[src/source/slice_consts.svh]
/*
 * size and latency constants for the execution slice
 * reorder buffer depth, unit count, datapath widths, op latencies
 */

`ifndef SLICE_CONSTS_SVH
`define SLICE_CONSTS_SVH

// reorder buffer geometry
// depth must stay a power of two so the pointers wrap on their own
`define ROB_DEPTH     8
`define ROB_TAG_BITS  3

// execution resources
`define NUM_UNITS     3

// datapath widths
`define DATA_WIDTH    16
`define REG_BITS      4

// cycles from issue strobe to done
`define MUL_LATENCY   4
`define ALU_LATENCY   1

`endif

[src/source/slice_pkg.sv]
/*
 * shared types for the execution slice
 * value, tag, pointer and register vectors, op codes, state enums
 */

`include "slice_consts.svh"

package slice_pkg;

    //////////////////////////////////////////////////////////////////////
    // vector types
    //////////////////////////////////////////////////////////////////////

    // operand or result value
    typedef logic [`DATA_WIDTH-1:0]     data_t;

    // slot index into the reorder buffer
    typedef logic [`ROB_TAG_BITS-1:0]   rob_tag_t;

    // slot index with the wrap bit on top
    typedef logic [`ROB_TAG_BITS:0]     rob_ptr_t;

    // architectural destination register
    typedef logic [`REG_BITS-1:0]       reg_idx_t;

    // one bit per execution unit
    typedef logic [`NUM_UNITS-1:0]      unit_mask_t;

    // op codes
    typedef logic [1:0] op_t;

    localparam op_t op_add = 2'd0;
    localparam op_t op_sub = 2'd1;
    localparam op_t op_xor = 2'd2;
    localparam op_t op_mul = 2'd3;

    //////////////////////////////////////////////////////////////////////
    // state machines
    //////////////////////////////////////////////////////////////////////

    typedef enum logic [1:0] {idle, running, finished} unit_state_t;

    typedef enum logic [1:0] {empty, waiting, ready} entry_state_t;

endpackage

[src/source/exec_if.sv]
/*
 * issue_if, dispatch to one execution unit
 * complete_if, one execution unit to the completion arbiter
 */

`timescale 1ns/1ps

// valid is a one-cycle strobe, only while busy is low
// busy goes high the cycle after and stays up until the grant
interface issue_if
    import slice_pkg::*;
();
    logic     valid;
    rob_tag_t tag;
    op_t      op;
    data_t    a;
    data_t    b;
    logic     busy;

    modport sender   (output valid, tag, op, a, b, input busy);
    modport receiver (input valid, tag, op, a, b, output busy);
endinterface

// done is a level, tag and value held until a one-cycle grant
// the unit drops done on the edge after the grant
interface complete_if
    import slice_pkg::*;
();
    logic     done;
    rob_tag_t tag;
    data_t    value;
    logic     grant;

    modport producer (output done, tag, value, input grant);
    modport consumer (input done, tag, value, output grant);
endinterface

[src/source/dispatch_unit.sv]
/*
 * dispatch stage
 * takes in-order instructions, picks the lowest free unit,
 * registers the issue strobe and the reorder buffer allocation
 */

`timescale 1ns/1ps

`include "slice_consts.svh"

module dispatch_unit
    import slice_pkg::*;
(
    input  logic       clock,
    input  logic       reset,
    input  logic       flush,
    input  logic       instr_valid,
    input  op_t        instr_op,
    input  data_t      instr_a,
    input  data_t      instr_b,
    input  reg_idx_t   instr_dest,
    input  rob_tag_t   alloc_tag,
    input  logic       rob_full,
    output logic       alloc,
    output reg_idx_t   alloc_dest,
    output logic       dispatch_ready,
    issue_if.sender    issue [`NUM_UNITS]
);

    unit_mask_t busy_mask;
    unit_mask_t free_mask;
    unit_mask_t pick;
    unit_mask_t strobe_q;
    logic       any_free;
    logic       accept;

    // shared issue payload, only the picked unit sees valid
    rob_tag_t   tag_q;
    op_t        op_q;
    data_t      a_q;
    data_t      b_q;

    //////////////////////////////////////////////////////////////////////
    // unit selection
    //////////////////////////////////////////////////////////////////////

    // a unit strobed last cycle has not raised busy yet, so mask it too
    assign free_mask = ~busy_mask & ~strobe_q;

    // priority encoder, lowest free unit wins
    always_comb begin
        pick     = '0;
        any_free = 1'b0;
        for (int i = `NUM_UNITS - 1; i >= 0; i--) begin
            if (free_mask[i]) begin
                pick     = unit_mask_t'(1) << i;
                any_free = 1'b1;
            end
        end
    end

    assign dispatch_ready = !rob_full && any_free;

    // flush wins over a new instruction in the same cycle
    assign accept = instr_valid && dispatch_ready && !flush;

    //////////////////////////////////////////////////////////////////////
    // registered issue and allocation
    //////////////////////////////////////////////////////////////////////

    always_ff @(posedge clock or posedge reset) begin
        if (reset) begin
            strobe_q <= '0;
            alloc    <= 1'b0;
        end else begin
            strobe_q <= accept ? pick : '0;
            alloc    <= accept;
        end
    end

    // payload only matters alongside a strobe
    always_ff @(posedge clock) begin
        if (accept) begin
            tag_q      <= alloc_tag;
            op_q       <= instr_op;
            a_q        <= instr_a;
            b_q        <= instr_b;
            alloc_dest <= instr_dest;
        end
    end

    // fan out to the unit interfaces
    for (genvar g = 0; g < `NUM_UNITS; g++) begin : g_issue
        assign busy_mask[g]   = issue[g].busy;
        assign issue[g].valid = strobe_q[g];
        assign issue[g].tag   = tag_q;
        assign issue[g].op    = op_q;
        assign issue[g].a     = a_q;
        assign issue[g].b     = b_q;

        // an issue strobe must never land on a unit that is still working
        a_no_issue_to_busy: assert property (
            @(posedge clock) disable iff (reset)
            issue[g].valid |-> !issue[g].busy
        ) else $error("issue strobe to busy unit %0d", g);
    end

endmodule

[src/source/exec_unit.sv]
/*
 * one execution unit
 * computes add, sub, xor or mul at issue, counts down the op latency,
 * then holds tag and result until the arbiter grants it
 */

`timescale 1ns/1ps

`include "slice_consts.svh"

module exec_unit
    import slice_pkg::*;
(
    input  logic         clock,
    input  logic         reset,
    input  logic         flush,
    issue_if.receiver    issue,
    complete_if.producer complete
);

    // counter wide enough for the longest op
    localparam int CNT_BITS = $clog2(`MUL_LATENCY + 1);

    unit_state_t         state;
    logic [CNT_BITS-1:0] count_q;
    rob_tag_t            tag_q;
    data_t               value_q;

    // add and sub wrap, mul keeps the low half
    function automatic data_t alu_result(input op_t op, input data_t a, input data_t b);
        data_t r;
        case (op)
            op_add:  r = a + b;
            op_sub:  r = a - b;
            op_xor:  r = a ^ b;
            default: r = a * b;
        endcase
        return r;
    endfunction

    //////////////////////////////////////////////////////////////////////
    // control FSM
    //////////////////////////////////////////////////////////////////////

    always_ff @(posedge clock or posedge reset) begin
        if (reset) begin
            state   <= idle;
            count_q <= '0;
        end else if (flush) begin
            // drop whatever is in flight, including a same-cycle issue
            state   <= idle;
            count_q <= '0;
        end else begin
            case (state)
                idle: begin
                    if (issue.valid) begin
                        state   <= running;
                        count_q <= (issue.op == op_mul) ? CNT_BITS'(`MUL_LATENCY - 1)
                                                        : CNT_BITS'(`ALU_LATENCY - 1);
                    end
                end
                running: begin
                    if (count_q == '0) begin
                        state <= finished;
                    end else begin
                        count_q <= count_q - 1'b1;
                    end
                end
                finished: begin
                    // hold until the arbiter takes the result
                    if (complete.grant) begin
                        state <= idle;
                    end
                end
                default: state <= idle;
            endcase
        end
    end

    // result is known at issue, it only waits out the latency
    always_ff @(posedge clock) begin
        if (state == idle && issue.valid) begin
            tag_q   <= issue.tag;
            value_q <= alu_result(issue.op, issue.a, issue.b);
        end
    end

    assign issue.busy     = (state != idle);
    assign complete.done  = (state == finished);
    assign complete.tag   = tag_q;
    assign complete.value = value_q;

    a_done_drops_after_grant: assert property (
        @(posedge clock) disable iff (reset)
        complete.grant |=> !complete.done
    ) else $error("done still high after grant");

endmodule

[src/source/completion_arbiter.sv]
/*
 * completion arbiter
 * fixed priority, lowest unit index first, one result per cycle
 * onto the registered result bus
 */

`timescale 1ns/1ps

`include "slice_consts.svh"

module completion_arbiter
    import slice_pkg::*;
(
    input  logic         clock,
    input  logic         reset,
    complete_if.consumer complete [`NUM_UNITS],
    output logic         cdb_valid,
    output rob_tag_t     cdb_tag,
    output data_t        cdb_value
);

    unit_mask_t done_mask;
    unit_mask_t grant_mask;
    rob_tag_t   unit_tag   [`NUM_UNITS];
    data_t      unit_value [`NUM_UNITS];
    rob_tag_t   sel_tag;
    data_t      sel_value;

    // gather the unit interfaces into plain arrays
    for (genvar g = 0; g < `NUM_UNITS; g++) begin : g_gather
        assign done_mask[g]      = complete[g].done;
        assign unit_tag[g]       = complete[g].tag;
        assign unit_value[g]     = complete[g].value;
        assign complete[g].grant = grant_mask[g];
    end

    // isolate the lowest set bit
    assign grant_mask = done_mask & (~done_mask + 1'b1);

    // one-hot select of the granted payload
    always_comb begin
        sel_tag   = '0;
        sel_value = '0;
        for (int i = 0; i < `NUM_UNITS; i++) begin
            if (grant_mask[i]) begin
                sel_tag   = unit_tag[i];
                sel_value = unit_value[i];
            end
        end
    end

    //////////////////////////////////////////////////////////////////////
    // result bus register
    //////////////////////////////////////////////////////////////////////

    always_ff @(posedge clock or posedge reset) begin
        if (reset) begin
            cdb_valid <= 1'b0;
        end else begin
            cdb_valid <= |done_mask;
        end
    end

    always_ff @(posedge clock) begin
        cdb_tag   <= sel_tag;
        cdb_value <= sel_value;
    end

endmodule

[src/source/reorder_buffer.sv]
/*
 * reorder buffer
 * circular entries with empty, waiting and ready status,
 * allocation at tail, result bus writeback, in-order retire at head,
 * flush and full flag
 */

`timescale 1ns/1ps

`include "slice_consts.svh"

module reorder_buffer
    import slice_pkg::*;
(
    input  logic     clock,
    input  logic     reset,
    input  logic     flush,
    input  logic     alloc,
    input  reg_idx_t alloc_dest,
    output rob_tag_t alloc_tag,
    output logic     rob_full,
    input  logic     cdb_valid,
    input  rob_tag_t cdb_tag,
    input  data_t    cdb_value,
    input  logic     retire_enable,
    output logic     retire_valid,
    output rob_tag_t retire_tag,
    output reg_idx_t retire_dest,
    output data_t    retire_value
);

    entry_state_t status    [`ROB_DEPTH];
    reg_idx_t     dest_mem  [`ROB_DEPTH];
    data_t        value_mem [`ROB_DEPTH];

    // pointers carry a wrap bit above the slot index
    rob_ptr_t head;
    rob_ptr_t tail;
    rob_ptr_t tail_next;
    rob_ptr_t occupancy;
    rob_tag_t head_slot;
    rob_tag_t tail_slot;

    logic is_full;
    logic alloc_ok;
    logic cdb_hit;
    logic retire_fire;

    assign head_slot = head[`ROB_TAG_BITS-1:0];
    assign tail_slot = tail[`ROB_TAG_BITS-1:0];

    //////////////////////////////////////////////////////////////////////
    // occupancy and lookahead
    //////////////////////////////////////////////////////////////////////

    // same slot, other lap
    assign is_full   = (head_slot == tail_slot) && (head[`ROB_TAG_BITS] != tail[`ROB_TAG_BITS]);
    assign occupancy = tail - head;
    assign alloc_ok  = alloc && !is_full;
    assign tail_next = tail + rob_ptr_t'(alloc_ok);

    // dispatch registers its request one cycle before we see it,
    // so tag and full already account for an alloc in flight
    assign alloc_tag = tail_next[`ROB_TAG_BITS-1:0];
    assign rob_full  = is_full || (alloc && occupancy == rob_ptr_t'(`ROB_DEPTH - 1));

    // stale results after a flush land on empty entries and are dropped
    assign cdb_hit     = cdb_valid && !flush && (status[cdb_tag] == waiting);
    assign retire_fire = retire_enable && !flush && (status[head_slot] == ready);

    //////////////////////////////////////////////////////////////////////
    // control state
    //////////////////////////////////////////////////////////////////////

    always_ff @(posedge clock or posedge reset) begin
        if (reset) begin
            for (int i = 0; i < `ROB_DEPTH; i++) begin
                status[i] <= empty;
            end
            head         <= '0;
            tail         <= '0;
            retire_valid <= 1'b0;
        end else if (flush) begin
            // a pending alloc still consumes its tag, then everything empties
            for (int i = 0; i < `ROB_DEPTH; i++) begin
                status[i] <= empty;
            end
            tail         <= tail_next;
            head         <= tail_next;
            retire_valid <= 1'b0;
        end else begin
            if (alloc_ok) begin
                status[tail_slot] <= waiting;
            end
            if (cdb_hit) begin
                status[cdb_tag] <= ready;
            end
            if (retire_fire) begin
                status[head_slot] <= empty;
                head              <= head + 1'b1;
            end
            tail         <= tail_next;
            retire_valid <= retire_fire;
        end
    end

    // entry payload and retire outputs
    always_ff @(posedge clock) begin
        if (alloc_ok && !flush) begin
            dest_mem[tail_slot] <= alloc_dest;
        end
        if (cdb_hit) begin
            value_mem[cdb_tag] <= cdb_value;
        end
        if (retire_fire) begin
            retire_tag   <= head_slot;
            retire_dest  <= dest_mem[head_slot];
            retire_value <= value_mem[head_slot];
        end
    end

    a_no_alloc_when_full: assert property (
        @(posedge clock) disable iff (reset)
        alloc |-> !is_full
    ) else $error("allocation while reorder buffer full");

    // a grant taken during the flush cycle may still show up once
    a_cdb_hits_live_entry: assert property (
        @(posedge clock) disable iff (reset)
        (cdb_valid && !flush && !$past(flush)) |-> (status[cdb_tag] != empty)
    ) else $error("result bus targets empty entry %0d", cdb_tag);

endmodule

[src/source/exec_slice.sv]
/*
 * execution slice top level
 * dispatch, three execution units, completion arbiter, reorder buffer
 */

`timescale 1ns/1ps

`include "slice_consts.svh"

module exec_slice
    import slice_pkg::*;
(
    input  logic     clock,
    input  logic     reset,
    input  logic     instr_valid,
    input  op_t      instr_op,
    input  data_t    instr_a,
    input  data_t    instr_b,
    input  reg_idx_t instr_dest,
    input  logic     retire_enable,
    input  logic     flush,
    output logic     dispatch_ready,
    output logic     retire_valid,
    output rob_tag_t retire_tag,
    output reg_idx_t retire_dest,
    output data_t    retire_value
);

    // allocation link
    logic     alloc;
    reg_idx_t alloc_dest;
    rob_tag_t alloc_tag;
    logic     rob_full;

    // result bus
    logic     cdb_valid;
    rob_tag_t cdb_tag;
    data_t    cdb_value;

    issue_if    issue_bus    [`NUM_UNITS] ();
    complete_if complete_bus [`NUM_UNITS] ();

    dispatch_unit i_dispatch (
        .clock          (clock),
        .reset          (reset),
        .flush          (flush),
        .instr_valid    (instr_valid),
        .instr_op       (instr_op),
        .instr_a        (instr_a),
        .instr_b        (instr_b),
        .instr_dest     (instr_dest),
        .alloc_tag      (alloc_tag),
        .rob_full       (rob_full),
        .alloc          (alloc),
        .alloc_dest     (alloc_dest),
        .dispatch_ready (dispatch_ready),
        .issue          (issue_bus)
    );

    for (genvar g = 0; g < `NUM_UNITS; g++) begin : g_unit
        exec_unit i_exec (
            .clock    (clock),
            .reset    (reset),
            .flush    (flush),
            .issue    (issue_bus[g]),
            .complete (complete_bus[g])
        );
    end

    completion_arbiter i_arbiter (
        .clock     (clock),
        .reset     (reset),
        .complete  (complete_bus),
        .cdb_valid (cdb_valid),
        .cdb_tag   (cdb_tag),
        .cdb_value (cdb_value)
    );

    reorder_buffer i_rob (
        .clock         (clock),
        .reset         (reset),
        .flush         (flush),
        .alloc         (alloc),
        .alloc_dest    (alloc_dest),
        .alloc_tag     (alloc_tag),
        .rob_full      (rob_full),
        .cdb_valid     (cdb_valid),
        .cdb_tag       (cdb_tag),
        .cdb_value     (cdb_value),
        .retire_enable (retire_enable),
        .retire_valid  (retire_valid),
        .retire_tag    (retire_tag),
        .retire_dest   (retire_dest),
        .retire_value  (retire_value)
    );

endmodule

[config.mk]
export PLATFORM = sky130hd
export DESIGN_NAME = exec_slice
export DESIGN_NICKNAME = d
export VERILOG_FILES = /design/src/source/slice_pkg.sv /design/src/source/exec_if.sv /design/src/source/dispatch_unit.sv /design/src/source/exec_unit.sv /design/src/source/completion_arbiter.sv /design/src/source/reorder_buffer.sv /design/src/source/exec_slice.sv
export VERILOG_INCLUDE_DIRS = /design/src /design/src/source
export SDC_FILE = /design/constraint.sdc
export NUM_CORES = 1
export LEC_CHECK = 0
export BUFFER_PORTS_ARGS = -buffer_cell sky130_fd_sc_hd__buf_2
export CELL_PAD_IN_SITES_DETAIL_PLACEMENT = 1
export CELL_PAD_IN_SITES_GLOBAL_PLACEMENT = 2
export CORE_ASPECT_RATIO = 1.4
export CORE_UTILIZATION = 39
export CTS_CLUSTER_DIAMETER = 40
export DETAILED_ROUTE_END_ITERATION = 16
export PLACE_DENSITY_LB_ADDON = 0.1
export SYNTH_ARGS = -nofsm -noshare
export SYNTH_HDL_FRONTEND = slang
export SYNTH_HIERARCHICAL = 1
export SYNTH_SLANG_ARGS = --single-unit
[constraint.sdc]
create_clock -name clock -period 6.2 [get_ports clock]
set_input_delay 0.62 -clock clock [delete_from_list [all_inputs] [get_ports clock]]
set_output_delay 0.62 -clock clock [all_outputs]
set_load 0.02 [all_outputs]
### Word-level counts from Yosys, hierarchy flattened

Memory sizes are Yosys's and may differ from the RTL's. A register that Yosys moved wholly into a read port is not among the register bits.
Index checks and enable logic that the tools add are counted.
Widths: inputs -> output; s select.

| cells by class | value |
|---|---|
| $add $sub $neg | 9 |
| $mul | 1 |
| $lt $le $gt $ge | 6 |
| equal/unequal tests | 26 |
| multiplexer cells | 67 |
| bitwise logic cells | 17 |
| reductions and logical operators | 42 |

Operators by type and width:

| kind | number |
|---|---|
| $mux 16 | 9 |
| $mux 3 | 16 |
| $pmux 16 s3 | 1 |
| $mux 2 | 20 |
| $demux 2 s3 | 3 |
| $ne 3x2->1 const B | 6 |
| $ne 3x3->1 const B | 6 |
| $pmux 2 s3 | 3 |
| $pmux 3 s2 | 3 |
| $reduce_and 3->1 | 6 |
| $logic_and 1x1->1 | 17 |
| $add 16x16->16 | 1 |
| $and 16x16->16 | 1 |
| $and 8x8->8 | 2 |
| $mul 16x16->16 | 1 |
| $not 16->16 | 1 |
| $not 8->8 | 2 |
| $or 8x8->8 | 2 |
| $sub 16x16->16 | 1 |
| $xor 16x16->16 | 1 |
| $bmux 2 s3 | 2 |
| $eq 2x2->1 const B | 6 |
| $ge 4x4->1 const B | 3 |
| $lt 4x1->1 const B | 3 |
| 21 further kinds | 52 |

| word-level totals | value |
|---|---|
| register bits after elaboration | 165 |
| RAM bits | 160 |
| input port bits | 43 |
| output and inout port bits | 25 |
| logic and storage cells | 204 |
| memories kept | 2 |

Memories:

| name | words | bits a word | read ports | clocked after memory_dff | wr ports | line | source |
|---|---|---|---|---|---|---|---|
| i_rob.value_mem | 8 | 16 | 1 | 1 | 1 | reorder_buffer.sv:34 | `` data_t value_mem [`ROB_DEPTH]; `` |
| i_rob.dest_mem | 8 | 4 | 1 | 1 | 1 | reorder_buffer.sv:33 | `` reg_idx_t dest_mem [`ROB_DEPTH]; `` |

### Logic depth before layout (Yosys ltp)

Gate-level depths: netlist (run 1).

| depth | value |
|---|---|
| word-level depth | 15 |
| depth in mapped cells | 23 |
| gate-level depth less buffers | 20 |

### Hierarchy

Netlist (run 1), hierarchy kept.

By module, submodules not included:

| module | times used | cells each | area an instance (um^2) | sequential area each (um^2) |
|---|---|---|---|---|
| reorder_buffer | 1 | 517 | 8,260.4 | 6,120.9 |
| exec_unit (g_unit[2].i_exec) | 1 | 738 | 6,344.8 | 695.7 |
| exec_unit (g_unit[1].i_exec) | 1 | 736 | 6,299.8 | 695.7 |
| exec_unit (g_unit[0].i_exec) | 1 | 720 | 6,243.5 | 695.7 |
| dispatch_unit | 1 | 129 | 1,965.6 | 1,331.3 |
| completion_arbiter | 1 | 111 | 943.4 | 405.4 |

### Worst setup path before layout (run 1)

No wires, ideal clock.

| path | value |
|---|---|
| path kind | register -> register |
| from | reg i_dispatch.b_q[1] (netlist: i_dispatch/issue[0].b[1]) |
| to | reg g_unit[2].i_exec.value_q[15], data pin |
| library setup time | 0.267 ns |
| data arrival time | 5.685 ns |
| data required time | 5.933 ns |
| slack | 0.248 ns |
| stages on the path, launching flop included | 21 |
| path buffers | 3 |
| period minus slack after synthesis | 5.952 ns |
| cells stage by stage | edfxtp_1 buf_4 clkbuf_1 clkbuf_1 nand2_1 fa_1 fa_1 fa_1 fa_1 inv_1 fa_1 inv_1 fa_1 inv_1 ha_1 and3_1 a2111oi_4 o21bai_1 a21oi_1 xor2_1 o211ai_1 |

| on the way | value |
|---|---|
| longest elaborated chain between the ends | 2 |
| elaborated cells between the ends (all ways) | 4 |
| classes of those cells | add/sub: 2; mul: 1; mux: 1 |

RTL lines:

| item | line | source |
|---|---|---|
| start: declaration | dispatch_unit.sv:41 | `data_t b_q;` |
| start signal: assignment | dispatch_unit.sv:87 | `b_q <= instr_b;` |
| $mul 16x16->16, or another cell as far along | exec_unit.sv:36 | `default: r = a * b;` |
| $pmux 16 s3 * | exec_unit.sv:32 | `case (op)` |
| end signal: assignment | exec_unit.sv:84 | `value_q <= alu_result(issue.op, issue.a, issue.b);` |
| end: declaration | exec_unit.sv:27 | `data_t value_q;` |

Every way passes the cells marked *; elsewhere a longest branch is shown, timed or not.
A chain may end at the register's enable or synchronous reset.

### Worst setup path after layout (run 1)

| path | value |
|---|---|
| from | reg i_dispatch.b_q[5] (netlist: i_dispatch/issue[0].b[5]) |
| to | reg g_unit[2].i_exec.value_q[13], data pin |

Same word-level chain as after synthesis.

==> flow_metrics.tcl, run 1 <==
set metrics [dict create \
    core_area_sq_um 76400 \
    skew_ns 0.0592 \
    pre_cts_ws_ns 0.0562 \
    synthCells 2951 \
    cp-start-kind "flop" \
    grtUsageMet1 0.280 \
    worstHoldPathType "input port to flop" \
    fin_area_sq_um 33500 \
    synth_area_leaders "edfxtp_1, fa_1, ha_1" \
    synth_edf_count 281 \
    grt_usage 0.261 \
    ff2ff_setup_slack_ns 0.22 \
    ios 68 \
    hold_viol_final 0 \
    synth_top_flop_cell "edfxtp_1" \
    worstHoldEndpoint "i_dispatch/issue[0].b[0]$_DFFE_PP_" \
    synth_area_per_cell_sq_um 10.2 \
    drt-total-wl_microns 99500 \
    drtIter0Drc 1008 \
    cts_buffers 54 \
    hold_path_depth 1 \
    clockRootBuffer "clkbuf_16" \
    synth_area_leader_cell "edfxtp_1" \
    busiest_layer "met2" \
    clock-sinks 345 \
    vias_per_cell 5.38 \
    fin_ws_ns 0.217 \
    grt_pass1_vias 24412 \
    multiInputGateArea_sq_um 17600 \
    max_cap_violations 0 \
    reg2reg_depth 20 \
    ys_warn_count 6 \
    setup_tns_ns 0 \
    n_antenna_cell 0 \
    routedWlPerCell_microns 24.9 \
    hp-start "instr_b[0]" \
    seqCellArea_sq_um 9940 \
    cp_max_fo 27 \
    cts.path.max_buffers 3 \
    nNetsFinal 3501 \
    htreeDepth 2 \
    period_minus_slack_ns 5.98 \
    dieWidth_microns 237 \
    timing.rr.end "g_unit[2].i_exec/complete.value[13]$_DFFE_PP_" \
    syn2layout_area_growth_pct 11.3 \
    max_slew_margin 0.144 \
    r2r-start "i_dispatch/issue[0].b[5]$_DFFE_PP_" \
    grt_antenna_before_repair 0 \
    critPathArrivalTime_ns 6.38 \
    crit_type "flop to flop" \
    rsz0062_at_grt "false" \
    place_congestion 0.837 \
    synth.distinct_cells 96 \
    postSynth.asyncResetShare 0.130 \
    rows 120 \
    cp.required_ns 6.60 \
    grt_overflow 0 \
    die_h_microns 330 \
    synth_top_area_frac 0.281 \
    grt_pass1_wl_microns 152000 \
    ant_nets 0 \
    start_util 0.393 \
    outcome "finished clean" \
    place_area_sq_um 31600 \
    die_area_sq_um 78200 \
    cp-end-kind "flop" \
    gr-usage-met3 0.0222 \
    slowest_stage "fa_1" \
    worstMarginPinSlew_ns 1.28 \
    setup_violations 0 \
    use_met2 0.526 \
    syn-num-nets 3469 \
    ys_ff_latch 345 \
    cts_tree "done" \
    synth.yosys.seq_area_share 0.331 \
    fillCellCount 8406 \
    drtPass1Iterations 5 \
    dp_hpwl_microns 74900 \
    fmax_mhz 167 \
    period_share 0.965 \
    clk_pin_slew_worst_paths_ns 0.06 \
    drv_slew 0 \
    fin_hold_ws_ns 0.152 \
    drc 0 \
    syn_area_sq_um 30100 \
    insertion_delay_ns 0.65 \
    max_stage_delay_ns 0.54 \
    drive_gt1_frac 0.112 \
    path_cells "buf_12 > buf_4 > and2_1 > fa_1 > fa_1 > ha_1 > fa_1 > inv_1 > fa_1 > fa_1 > inv_1 > ha_1 > or2_2 > a21o_1 > o41a_1 > a2111oi_4 > buf_4 > xnor2_1 > a21oi_1 > a31o_2" \
    vias 21539 \
    grt_max_degree 58 \
    io_buffers 67 \
    critPathMostFrequentCell "fa_1" \
]
cell families after synthesis:
family / Yosys count / synth area share
simple gates: 822 / 0.141
buf+inv: 599 / 0.0879
fa+ha+maj: 475 / 0.259
compound gates: 460 / 0.102
flops: 345 / 0.331
xor+xnor: 207 / 0.0629
mux: 43 / 0.0164
registers in the layout, indices dropped and copies added (netlist names), 2 cells and up:
signal                        flops
i_rob/value_mem                 128
g_unit.i_exec/complete.tag        9
g_unit.i_exec/state               6
i_dispatch/alloc_dest             4
i_rob/tail                        4
i_rob/retire_value               16
i_arbiter/cdb_value              16
i_arbiter/cdb_tag                 3
i_rob/head                        4
g_unit.i_exec/count_q             9
i_rob/status                     16
i_rob/retire_dest                 4
i_dispatch/strobe_q               3
i_dispatch/issue.tag              3
g_unit.i_exec/complete.value     48
i_rob/dest_mem                   32
i_dispatch/issue.a               16
i_dispatch/issue.b               16
i_dispatch/issue.op               2
i_rob/retire_tag                  3
cells in the mapped netlist, drive strengths merged (24+ instances only):
cell	number
xnor2	144
nor2b	48
nand2b	26
inv	394
o21ai	77
ha	231
mux2i	24
and2	195
nor2	114
nand3b	26
buf	123
edfxtp	281
xor2	58
nand2	267
clkbuf	80
a22oi	28
nor3	52
fa	244
a21oi	148
nand3	24
dfrtp	45
critical path, delay by kind of cell, from the launching register on:
kind | cells | cell delay, ns
AOI/OAI and AO/OA | 5 | 1.08
xor gates and xnor gates | 1 | 0.11
adders and majority gates | 7 | 2.93
buffers and inverters | 5 | 0.68
DFF | 1 | 0.41
and+or+nand+nor | 2 | 0.53
how the worst max path moves through the flow:
stage / from / end / slack, ns / depth (start not counted)
detailed placement: i_dispatch/issue[0].a[12]$_DFFE_PP_ / g_unit[2].i_exec/complete.value[15]$_DFFE_PP_ / 0.06 / 19
floorplan: i_dispatch/issue[0].b[1]$_DFFE_PP_ / g_unit[2].i_exec/complete.value[15]$_DFFE_PP_ / 0.25 / 20
global placement: i_dispatch/issue[0].a[12]$_DFFE_PP_ / g_unit[2].i_exec/complete.value[15]$_DFFE_PP_ / 0.10 / 19
CTS: i_dispatch/issue[0].b[9]$_DFFE_PP_ / g_unit[2].i_exec/complete.value[15]$_DFFE_PP_ / 0.02 / 19
global route: i_dispatch/issue[0].b[5]$_DFFE_PP_ / g_unit[2].i_exec/complete.value[13]$_DFFE_PP_ / 0.001 / 20
finish: i_dispatch/issue[0].b[5]$_DFFE_PP_ / g_unit[2].i_exec/complete.value[13]$_DFFE_PP_ / 0.22 / 20
timing repair:
action | CTS | global route
endpoints found under the setup margin | 0 | 2
setup buffers | 0 | 1
endpoints found under the hold margin | 16 | 0
hold buffers | 1 | 0
resized for setup | 0 | 4
cell type report:
class	count	share of cell area
clock inverters	39	0.0136
inverters	396	0.0444
flip-flops and latches	345	0.297
clock buffers	62	0.0416
well taps	976	0.0365
repair buffers	179	0.0418
multi-input cells	2007	0.525
cells in the final DEF, fill, tap and decap left out, drive strengths merged, types with 26 or more instances in the layout:
cell type and n:
buf 178, a21oi 148, dfrtp 45, nor2 114
xnor2 144, nand2 267, edfxtp 281, nand2b 26
a22oi 28, nor2b 48, and2 195, o21ai 77
ha 231, nor3 52, clkbuf 62, fa 244
nand3b 26, inv 411, xor2 58
per-layer routing:
metal / vias up / wire [microns]
met2: 361 / 56300
met1: 11113 / 37500
met4: 0 / 3450
met5: - / 0
met3: 159 / 2250
li1: 9906 / -
metrics by stage:
stage | std cells | util
floorplan | 2951 | -
global placement | 3901 | 0.413
detailed placement | 3901 | 0.413
CTS | 4003 | 0.438
global route | 4004 | 0.438
finish | 4004 | 0.438
Power of run 1 is left out: the tool's default activity adds up to more than one toggle a clock period on the data nets, which glitch-free logic cannot reach.
==> inputs of run 2 (changes only) <==
Settings changed: SETUP_SLACK_MARGIN set to 0.3.
==> run 2 against run 1 <==
Worst setup slack better by 0.21 ns. Routed wire length rose by 2.7%. Clock-buffer cell count is 5 lower. Global-route usage increased by 0.48 points. Clock skew is 0.013 ns lower. First-iteration DRC count shrank 14%. Die area stayed put. Worst hold slack improved by 0.010 ns. Sequential share of layout area fell by 0.66 points. Utilization rose by 0.99 points. Largest cell class unchanged. Highest routed layer unchanged.
==> flow_metrics.tcl, run 2 (synthesis results as in run 1) <==
set metrics [dict create \
    clock-sinks 345 \
    nNetsFinal 3544 \
    rsz0062_at_grt "true" \
    ant_nets 0 \
    cts.path.max_buffers 3 \
    fmax_mhz 173 \
    htreeDepth 2 \
    vias 21916 \
    setup_tns_ns 0 \
    period_share 0.932 \
    fin_area_sq_um 34200 \
    clockRootBuffer "clkbuf_16" \
    hold_viol_final 0 \
    pre_cts_ws_ns 0.0739 \
    die_area_sq_um 78200 \
    insertion_delay_ns 0.64 \
    core_area_sq_um 76400 \
    drtIter0Drc 870 \
    cp.required_ns 6.56 \
    n_antenna_cell 0 \
    layout_commonest_cell "inv_1" \
    critPathArrivalTime_ns 6.14 \
    max_cap_violations 0 \
    grt_usage 0.266 \
    mostFrequentLayoutCells "inv_1, edfxtp_1, nand2_1" \
    io_buffers 67 \
    rows 120 \
    drc 0 \
    drt-total-wl_microns 102000 \
    grt_max_degree 43 \
    cp-end-kind "flop" \
    fillCellCount 8393 \
    cts_buffers 53 \
    grt_pass1_wl_microns 154000 \
    place_area_sq_um 31600 \
    dp_hpwl_microns 76700 \
    die_h_microns 330 \
    fin_ws_ns 0.423 \
    skew_ns 0.0459 \
    max_slew_margin 0.118 \
    vias_per_cell 5.42 \
    setup_violations 0 \
    grt_pass1_vias 24353 \
    drtPass1Iterations 8 \
    cts_tree "done" \
    largest-register "i_rob/value_mem" \
    drv_slew 0 \
    largest_reg_flops 128 \
    period_minus_slack_ns 5.78 \
    grt_overflow 0 \
    crit_type "flop to flop" \
    cp-start-kind "flop" \
    dieWidth_microns 237 \
    grt_antenna_before_repair 0 \
    ios 68 \
    syn2layout_area_growth_pct 13.8 \
    clk_pin_slew_worst_paths_ns 0.05 \
    start_util 0.393 \
    place_congestion 0.837 \
    outcome "finished clean" \
    cp_max_fo 13 \
    worstHoldPathType "input port to flop" \
    worstMarginPinSlew_ns 1.32 \
    routedWlPerCell_microns 25.3 \
    drive_gt1_frac 0.147 \
]
-- run 2: layout make-up --
cell class                      instances  area, sq um  area share
Tap cell                              976         1220      0.0357
Timing Repair Buffer                  223         1790      0.0522
Clock buffer                           57         1350      0.0395
Clock inverter                         43          533      0.0156
Inverter                              396         1490      0.0434
Sequential cell                       345         9940       0.291
Multi-Input combinational cell       2007        17900       0.523
-- run 2: final timing paths --
path,end,slack (ns),start,cells past startpoint
worst max-delay path,g_unit[0].i_exec/complete.value[14]$_DFFE_PP_,0.42,i_dispatch/issue[0].a[6]$_DFFE_PP_,20
worst min-delay path,i_dispatch/issue[0].b[0]$_DFFE_PP_,0.16,instr_b[0],1
worst max register to register,g_unit[0].i_exec/complete.value[14]$_DFFE_PP_,0.42,i_dispatch/issue[0].a[6]$_DFFE_PP_,20
worst min register to register,g_unit[0].i_exec/count_q[1]$_DFFE_PP0P_,0.49,g_unit[0].i_exec/count_q[1]$_DFFE_PP0P_,2
max in group asynchronous,i_rob/status[0]$_DFF_PP0_,4.63,reset,3
min in group asynchronous,i_arbiter/cdb_valid$_DFF_PP0_,0.50,reset,3
-- run 2: stage by stage --
step                      hold WS [ns]  std cells   util
final                            0.163       4047  0.448
after global routing             0.135       4047  0.448
after floorplan                  0.349       2951      -
after detailed placement         0.484       3910  0.414
after CTS                        0.127       4028  0.442
after global placement           0.459       3910  0.414
-- run 2: timing repair --
action	in CTS	in global routing
gates cloned	1	0
buffers inserted	16	19
setup endpoints to repair	9	10
hold endpoints to repair	13	0
gates resized for setup	17	76
hold buffers	1	0
pin swaps	7	49
-- run 2: worst max-delay path, cell delays in order (launching register included) --
cell and delay, ns:
edfxtp_1 0.49, buf_6 0.18, buf_12 0.14, and2_4 0.16
fa_1 0.53, inv_1 0.06, fa_2 0.37, fa_2 0.58
inv_1 0.04, ha_1 0.32, fa_1 0.55, inv_1 0.06
fa_1 0.53, inv_1 0.05, ha_2 0.33, a31o_4 0.23
a41o_1 0.22, o41a_1 0.39, xnor2_1 0.13, nor2_1 0.09
o22ai_1 0.09
-- run 2: metal layers --
metal,up-vias,GRT usage,share of wire
li1,9986,-,-
met1,11369,0.289,0.38
met2,393,0.527,0.55
met3,168,0.0223,0.024
met4,0,0.103,0.041
met5,-,0,0
Power of run 2 is left out for the same reason.
